--- config.mk ---
export PLATFORM = sky130hd
export DESIGN_NAME = blob_tally
export DESIGN_NICKNAME = d
export VERILOG_FILES = /design/src/logic/blob_pkg.sv /design/src/logic/blob_tally.sv
export SDC_FILE = /design/constraint.sdc
export NUM_CORES = 1
export LEC_CHECK = 0
export BUFFER_PORTS_ARGS = -buffer_cell sky130_fd_sc_hd__buf_2
export CAP_MARGIN = 20
export CORE_ASPECT_RATIO = 0.6
export CORE_UTILIZATION = 62
export CTS_CLUSTER_SIZE = 10
export DETAILED_ROUTE_END_ITERATION = 6
export PLACE_DENSITY = 0.86
export SYNTH_ARGS = -nofsm -noshare
export SYNTH_HDL_FRONTEND = slang
export SYNTH_SLANG_ARGS = --single-unit
--- constraint.sdc ---
create_clock -name i_clk -period 5 [get_ports i_clk]
set_input_delay 0.75 -clock i_clk [delete_from_list [all_inputs] [get_ports i_clk]]
set_output_delay 0.75 -clock i_clk [all_outputs]
set_load 0.005 [all_outputs]
--- src/logic/blob_pkg.sv ---
package blob_pkg;

    // label 0 is background
    localparam int LABEL_W    = 8;
    localparam int NUM_LABELS = 1 << LABEL_W;
    localparam int AREA_W     = 15;
    localparam int COUNT_W    = 8;

    typedef logic [LABEL_W-1:0] label_t;
    typedef logic [AREA_W-1:0]  area_t;
    typedef logic [COUNT_W-1:0] count_t;

    // tally sequencer states, in scan order
    typedef enum logic [2:0] {
        TALLY_IDLE,
        TALLY_MERGE,
        TALLY_MAX,
        TALLY_COUNT,
        TALLY_OUT
    } tally_state_e;

endpackage

--- src/logic/blob_tally.sv ---
module blob_tally import blob_pkg::*; #(
    parameter int AREA_SHIFT = 3
) (
    input  logic   i_clk,
    input  logic   i_rst_n,
    input  logic   i_frame_end,
    input  label_t i_scan_parent,
    input  area_t  i_scan_area,
    output label_t o_scan_addr,
    output logic   o_merge_we,
    output logic   o_clear_we,
    output logic   o_busy,
    output logic   o_valid,
    output count_t o_count
);

    tally_state_e state_q;
    logic [8:0]   scan_q;
    area_t        max_q;
    count_t       cnt_q;
    count_t       count_q;   // last result, held for o_count

    logic   scan_last;
    logic   count_hit;
    count_t cnt_next;

    assign o_scan_addr = scan_q[LABEL_W-1:0];
    assign o_merge_we  = state_q == TALLY_MERGE;
    assign o_clear_we  = state_q == TALLY_COUNT;   // each entry cleared as it is read
    assign o_busy      = state_q != TALLY_IDLE;
    assign o_valid     = state_q == TALLY_OUT;
    assign o_count     = count_q;

    assign scan_last = scan_q == 9'(NUM_LABELS - 1);

    // only roots hold area after the merge
    assign count_hit = (o_scan_addr != '0) && (i_scan_parent == o_scan_addr)
                       && (i_scan_area > (max_q >> AREA_SHIFT));
    assign cnt_next  = cnt_q + count_t'(count_hit);

    always_ff @(posedge i_clk or negedge i_rst_n) begin
        if (!i_rst_n) begin
            state_q <= TALLY_IDLE;
            scan_q  <= '0;
            max_q   <= '0;
            cnt_q   <= '0;
            count_q <= '0;
        end else begin
            case (state_q)
                TALLY_IDLE: begin
                    if (i_frame_end) begin
                        state_q <= TALLY_MERGE;
                        scan_q  <= 9'(NUM_LABELS - 1);
                        max_q   <= '0;
                        cnt_q   <= '0;
                    end
                end
                TALLY_MERGE: begin
                    if (scan_q == 9'd1) begin   // label 0 is never merged
                        state_q <= TALLY_MAX;
                        scan_q  <= '0;
                    end else begin
                        scan_q <= scan_q - 1'b1;
                    end
                end
                TALLY_MAX: begin
                    if (i_scan_area > max_q) begin
                        max_q <= i_scan_area;
                    end
                    if (scan_last) begin
                        state_q <= TALLY_COUNT;
                        scan_q  <= '0;
                    end else begin
                        scan_q <= scan_q + 1'b1;
                    end
                end
                TALLY_COUNT: begin
                    cnt_q <= cnt_next;
                    if (scan_last) begin
                        state_q <= TALLY_OUT;
                        count_q <= cnt_next;
                    end else begin
                        scan_q <= scan_q + 1'b1;
                    end
                end
                TALLY_OUT: begin
                    state_q <= TALLY_IDLE;
                end
                default: begin
                    state_q <= TALLY_IDLE;
                end
            endcase
        end
    end

    // stream must not end a frame while the table is being scanned
    a_frame_end_idle: assert property (@(posedge i_clk) disable iff (!i_rst_n)
        i_frame_end |-> state_q == TALLY_IDLE);

endmodule

== Word-level counts from Yosys, hierarchy flattened ==
Cells that the tools add are included.
Word-level totals
  register bits: 43
  output and inout bits: 20
  input port bits: 26
Operators by class
  muxes and demuxes: 15
  reductions and logical operators: 13
  order comparisons: 2
  $add $sub $neg: 3
  eq/ne operators: 13
Operators with widths (count)
  9-bit 2-to-1 mux: 4
  9-bit case mux with 4 select lines: 1
  15-bit 2-to-1 mux: 2
  15-bit case mux with 2 select lines: 1
  8-bit case mux with 2 select lines: 1
  15-bit by 12-bit greater-than comparator with 1-bit output: 1
  15-bit greater-than comparator: 1
  3-bit 2-to-1 mux: 4
  3-bit case mux with 4 select lines: 1
  9-bit by 1-bit adder with 9-bit output, second input constant: 1
  9-bit by 1-bit == test with 1-bit output, second input constant: 1
  9-bit by 8-bit == test with 1-bit output, second input constant: 1
  9-bit by 1-bit subtractor with 9-bit output, second input constant: 1
  8-bit by 1-bit adder with 8-bit output: 1
  8-bit == test: 1
  8-bit 2-to-1 mux: 1
  2-bit inequality test, second input constant: 4
  8-bit nonzero test: 1
  3-bit by 2-bit == test with 1-bit output, second input constant: 2
  3-bit AND reduction: 2
  2-bit by 1-bit inequality test with 1-bit output, second input constant: 2
  2-bit AND reduction: 2
  4-bit AND reduction: 1
  2-bit nonzero test: 2
  6 further kinds: 7

== Depth between registers and ports, before layout ==
  word-level depth: 5
  depth in mapped cells: 14
  mapped depth without buffers: 14

== Worst setup path after synthesis ==
OpenSTA, ideal clock, no wires.
  path type: input port to flip-flop
  start point: input i_scan_area[1]
  end point: register count_q[6], in the netlist o_count[6]
  stages on the path: 12
  arrival: 2945 ps
  path slack: 1972 ps
  cell sequence: ha_1 > nor2b_1 > o21a_1 > o21a_1 > o311ai_0 > a21oi_1 > ha_1 > ha_1 > and3_1 > and3_1 > xnor2_1 > o21ai_0
On the way
  longest elaborated chain between the ends: 3
RTL lines
  start: declaration: RTL line blob_tally.sv:8  | input area_t i_scan_area,
  15-bit by 12-bit greater-than comparator with 1-bit output: RTL line blob_tally.sv:38  | && (i_scan_area > (max_q >> AREA_SHIFT));
  1-bit logical AND: RTL line blob_tally.sv:38
  8-bit by 1-bit adder with 8-bit output: RTL line blob_tally.sv:39  | assign cnt_next = cnt_q + count_t'(count_hit);
  end signal: assignment: RTL line blob_tally.sv:81  | count_q <= cnt_next;
  end: declaration: RTL line blob_tally.sv:21  | count_t count_q;
Every way passes these cells.
A chain may end at the register's enable or synchronous reset.

== Worst setup path in the final report ==
  start point: register scan_q[0]
  end point: register cnt_q[6]
On the way
  longest elaborated chain between the ends: 5
  elaborated cells between the ends (all ways): 6
  classes of those cells: 1 x add/sub; 1 x eq/ne; 1 x mux; 3 x reduce/logical
RTL lines
  start: declaration: RTL line blob_tally.sv:18  | logic [8:0] scan_q;
  start signal: assignment: RTL line blob_tally.sv:53  | scan_q <= 9'(NUM_LABELS - 1);
  start signal: assignment: RTL line blob_tally.sv:63  | scan_q <= scan_q - 1'b1;
  start signal: assignment: RTL line blob_tally.sv:74  | scan_q <= scan_q + 1'b1;
  8-bit == test / 8-bit nonzero test (equally long branches): RTL line blob_tally.sv:37  | assign count_hit = (o_scan_addr != '0) && (i_scan_parent == o_scan_addr)
  1-bit logical AND *: RTL line blob_tally.sv:37
  1-bit logical AND *: RTL line blob_tally.sv:38
  8-bit by 1-bit adder with 8-bit output *: RTL line blob_tally.sv:39
  8-bit case mux with 2 select lines *: RTL line blob_tally.sv:49  | case (state_q)
  end signal: assignment: RTL line blob_tally.sv:78  | cnt_q <= cnt_next;
  end: declaration: RTL line blob_tally.sv:20  | count_t cnt_q;
Every way passes the cells marked *; elsewhere a longest branch is shown, timed or not.

==> reports/metrics.yaml <==
global_route_wire_length_before_repair_um: 12000
ant_nets: 0
period_share_pct: 63.2
synth-async-reset-ratio_pct: 100
postRouteWirelength_um: 7200
power.static_leakage_nw: 1.63
synth_cell_types: 54
io_buffers: 45
synth-edff-count: 0
post_route_cells_drive_above_1_share_pct: 17.8
grt_antenna_before_repair: 0
worst_pin_slew_ns: 0.850
fillerInstances: 372
cts.sink_count: 43
cp_data_arrival_time_ns: 3.35
max-cap-violations: 0
hold_path_class: "input port to asynchronous set/reset pin"
design.die.area_sq_um: 5380
post-cts-setup-buffers: 0
num_io_pins: 46
synth-warning-count: 0
die-height_um: 57.2
totalNegativeSetupSlack_ns: 0
gp_congestion: 0.917
die_width_um: 94.0
cts_max_path_buffers: 2
hold_buffers: 0
postSynthAreaPerCell_sq_um: 9.20
fmaxAchievable_mhz: 316
clk_pin_slew_worst_paths_ns: 0.09
yosys_register_bits: 43
design.final.nets: 435
ctsHtreeMaxLevel: 2
status: "finished clean"
crit_path_end_kind: "flop"
number_of_drc_violations_after_detailed_routing_iteration_0: 224
max_transition_viols_final: 0
detailed_route_drc_error_count: 0
clock_skew_ns: 0.00822
antenna_cells_inserted: 0
placed_area_sq_um: 3290
row_count: 19
relSlewSlack_pct: 43.0
globalRouteOverflowTotal: 0
ir_worst_vdd_uv: 321
grt_setup_unrepaired: "no"
core_util_final_pct: 72.6
smallest_hold_slack_ns: 0.246
postSynth.topFlopCell: "sky130_fd_sc_hd__dfrtp_1"
drt-wirelength-per-cell_um: 16.4
start_kind: "flop"
areaGrowthSynthToFinish_pct: 9.14
pin_count_of_the_biggest_net_entering_global_routing: 44
via_per_inst: 6.25
power_consumption_mw: 1.74
criticalPathCategory: "flop to flop"
cts_made_buffers: 5
post_cts_resized: 0
core_sq_um: 4730
powerDensity_nw_per_um2: 507
drtPass1Iterations: 5
synth.cell_area_sq_um: 3150
cells_after_synthesis: 342
cts_root_buf: "sky130_fd_sc_hd__clkbuf_8"
final_hold_viol_count: 0
via_count_of_the_first_global_routing_pass: 2489
num_vias: 2743
setup_viol: 0
dpl.hpwl_um: 5260
finish.instance_area_sq_um: 3440
fin_crit_ns: 3.16
initial_utilization_pct: 66.5
tritoncts_clock_tree: "done"
worstSkewPairLatency_ns: 0.30
synthesis.nets: 402
worstPathMaxFanout: 9
grt_usage_pct: 28.9
cp.required_ns: 5.19
synth_sequential_area_ratio_pct: 34.2
==> sequential cells by signal, indices dropped and copies added, names as in the netlist <==
name and flops:
o_count 8, state_q 3, cnt_q 8, scan_q 9
max_q 15
==> metrics by stage <==
step                std cells  setup WS [ns]
floorplan                 342           1.97
global placement          429           1.68
detailed placement        429           1.55
CTS                       437           1.86
global route              439           1.61
finish                    439           1.84
==> worst max-delay path, cell delays in order, from the launching register on <==
cell	delay, ns
sky130_fd_sc_hd__dfrtp_1	0.54
sky130_fd_sc_hd__inv_1	0.13
sky130_fd_sc_hd__ha_1	0.27
sky130_fd_sc_hd__nor3b_1	0.18
sky130_fd_sc_hd__nand2_1	0.16
sky130_fd_sc_hd__nand3_1	0.13
sky130_fd_sc_hd__a41o_1	0.23
sky130_fd_sc_hd__a21oi_1	0.21
sky130_fd_sc_hd__ha_1	0.21
sky130_fd_sc_hd__ha_1	0.22
sky130_fd_sc_hd__and3_1	0.26
sky130_fd_sc_hd__and3_1	0.24
sky130_fd_sc_hd__nor2_1	0.05
sky130_fd_sc_hd__o21ai_0	0.13
sky130_fd_sc_hd__o21ai_0	0.09
==> cells in the final DEF (no fill, tap or decap), types with 2 or more instances in the layout <==
| master | count |
|---|---|
| sky130_fd_sc_hd__a211oi_1 | 2 |
| sky130_fd_sc_hd__a21o_1 | 4 |
| sky130_fd_sc_hd__a21oi_1 | 19 |
| sky130_fd_sc_hd__a22o_1 | 18 |
| sky130_fd_sc_hd__a22oi_1 | 2 |
| sky130_fd_sc_hd__a311oi_2 | 2 |
| sky130_fd_sc_hd__a31oi_1 | 2 |
| sky130_fd_sc_hd__and3_1 | 4 |
| sky130_fd_sc_hd__buf_2 | 45 |
| sky130_fd_sc_hd__clkbuf_8 | 5 |
| sky130_fd_sc_hd__dfrtp_1 | 43 |
| sky130_fd_sc_hd__ha_1 | 34 |
| sky130_fd_sc_hd__inv_1 | 26 |
| sky130_fd_sc_hd__mux2_2 | 3 |
| sky130_fd_sc_hd__nand2_1 | 28 |
| sky130_fd_sc_hd__nand2b_1 | 4 |
| sky130_fd_sc_hd__nand3_1 | 13 |
| sky130_fd_sc_hd__nand4_1 | 2 |
| sky130_fd_sc_hd__nor2_1 | 21 |
| sky130_fd_sc_hd__nor2b_1 | 3 |
| sky130_fd_sc_hd__nor3_1 | 5 |
| sky130_fd_sc_hd__nor3b_1 | 2 |
| sky130_fd_sc_hd__nor4_1 | 5 |
| sky130_fd_sc_hd__o21a_1 | 3 |
| sky130_fd_sc_hd__o21ai_0 | 26 |
| sky130_fd_sc_hd__o21ai_1 | 3 |
| sky130_fd_sc_hd__o221ai_1 | 2 |
| sky130_fd_sc_hd__o22ai_1 | 2 |
| sky130_fd_sc_hd__o311ai_1 | 2 |
| sky130_fd_sc_hd__o31ai_1 | 5 |
| sky130_fd_sc_hd__or4_1 | 2 |
| sky130_fd_sc_hd__xnor2_1 | 6 |
| sky130_fd_sc_hd__xor2_1 | 11 |
==> area by class of cell <==
cell class / instances / area [sq um] / area share [%]
Clock buffer: 5 / 68.8 / 2.00
Clock inverter: 3 / 46.3 / 1.35
Inverter: 27 / 101 / 2.95
Multi-Input combinational cell: 251 / 1810 / 52.7
Sequential cell: 43 / 1080 / 31.3
Tap cell: 63 / 78.8 / 2.29
Timing Repair Buffer: 47 / 253 / 7.36
==> cell families (layout without fill, tap and decap cells) <==
group	after synthesis	after routing	synth area share (%)
AOI/OAI and AO/OA	100	100	22.8
xor gates and xnor gates	17	17	4.73
adders and majority gates	34	34	13.5
buffers and inverters	48	82	8.27
DFF	43	43	34.2
muxes	3	3	1.07
and+or+nand+nor	97	97	15.5
==> cells in the mapped netlist (all sizes together) (5+ instances only) <==
master  instances  area (sq um)
dfrtp          43          1080
ha             34           425
o21ai          29           145
nand2          28           105
inv            26          97.6
nor2           21          78.8
a21oi          19          95.1
a22o           18           158
buf            16           110
nand3          13          65.1
xor2           11          96.3
nor3            6          35.0
xnor2           6          52.6
clkbuf          5          48.8
nor4            5          31.3
o31ai           5          37.5
==> report_power, final <==
group	switching (mW)	total (mW)	internal [mW]
clock	0.133	0.283	0.151
combinational	0.500	0.882	0.382
sequential	0.137	0.576	0.439
==> worst paths after layout <==
check / startpoint / endpoint / slack [ns] / cells past startpoint
min reg2reg: o_count[7]$_DFFE_PN0P_ / o_count[7]$_DFFE_PN0P_ / 0.49 / 2
min in group i_clk: o_count[7]$_DFFE_PN0P_ / o_count[7]$_DFFE_PN0P_ / 0.49 / 2
max: scan_q[0]$_DFFE_PN0P_ / cnt_q[6]$_DFFE_PN0P_ / 1.84 / 14
min: i_rst_n / scan_q[4]$_DFFE_PN0P_ / 0.25 / 1
max reg2reg: scan_q[0]$_DFFE_PN0P_ / cnt_q[6]$_DFFE_PN0P_ / 1.84 / 14
max in group asynchronous: i_rst_n / max_q[10]$_DFFE_PN0P_ / 4.34 / 2
==> metal layers <==
layer  GRT usage [%]  up-vias  wire [um]
li1                -     1299          -
met2            41.8      118       3070
met4            7.69        0         74
met5               0        -          0
met1            43.7     1316       3490
met3            6.40       10        565
Power figures use the tool's default switching activity.
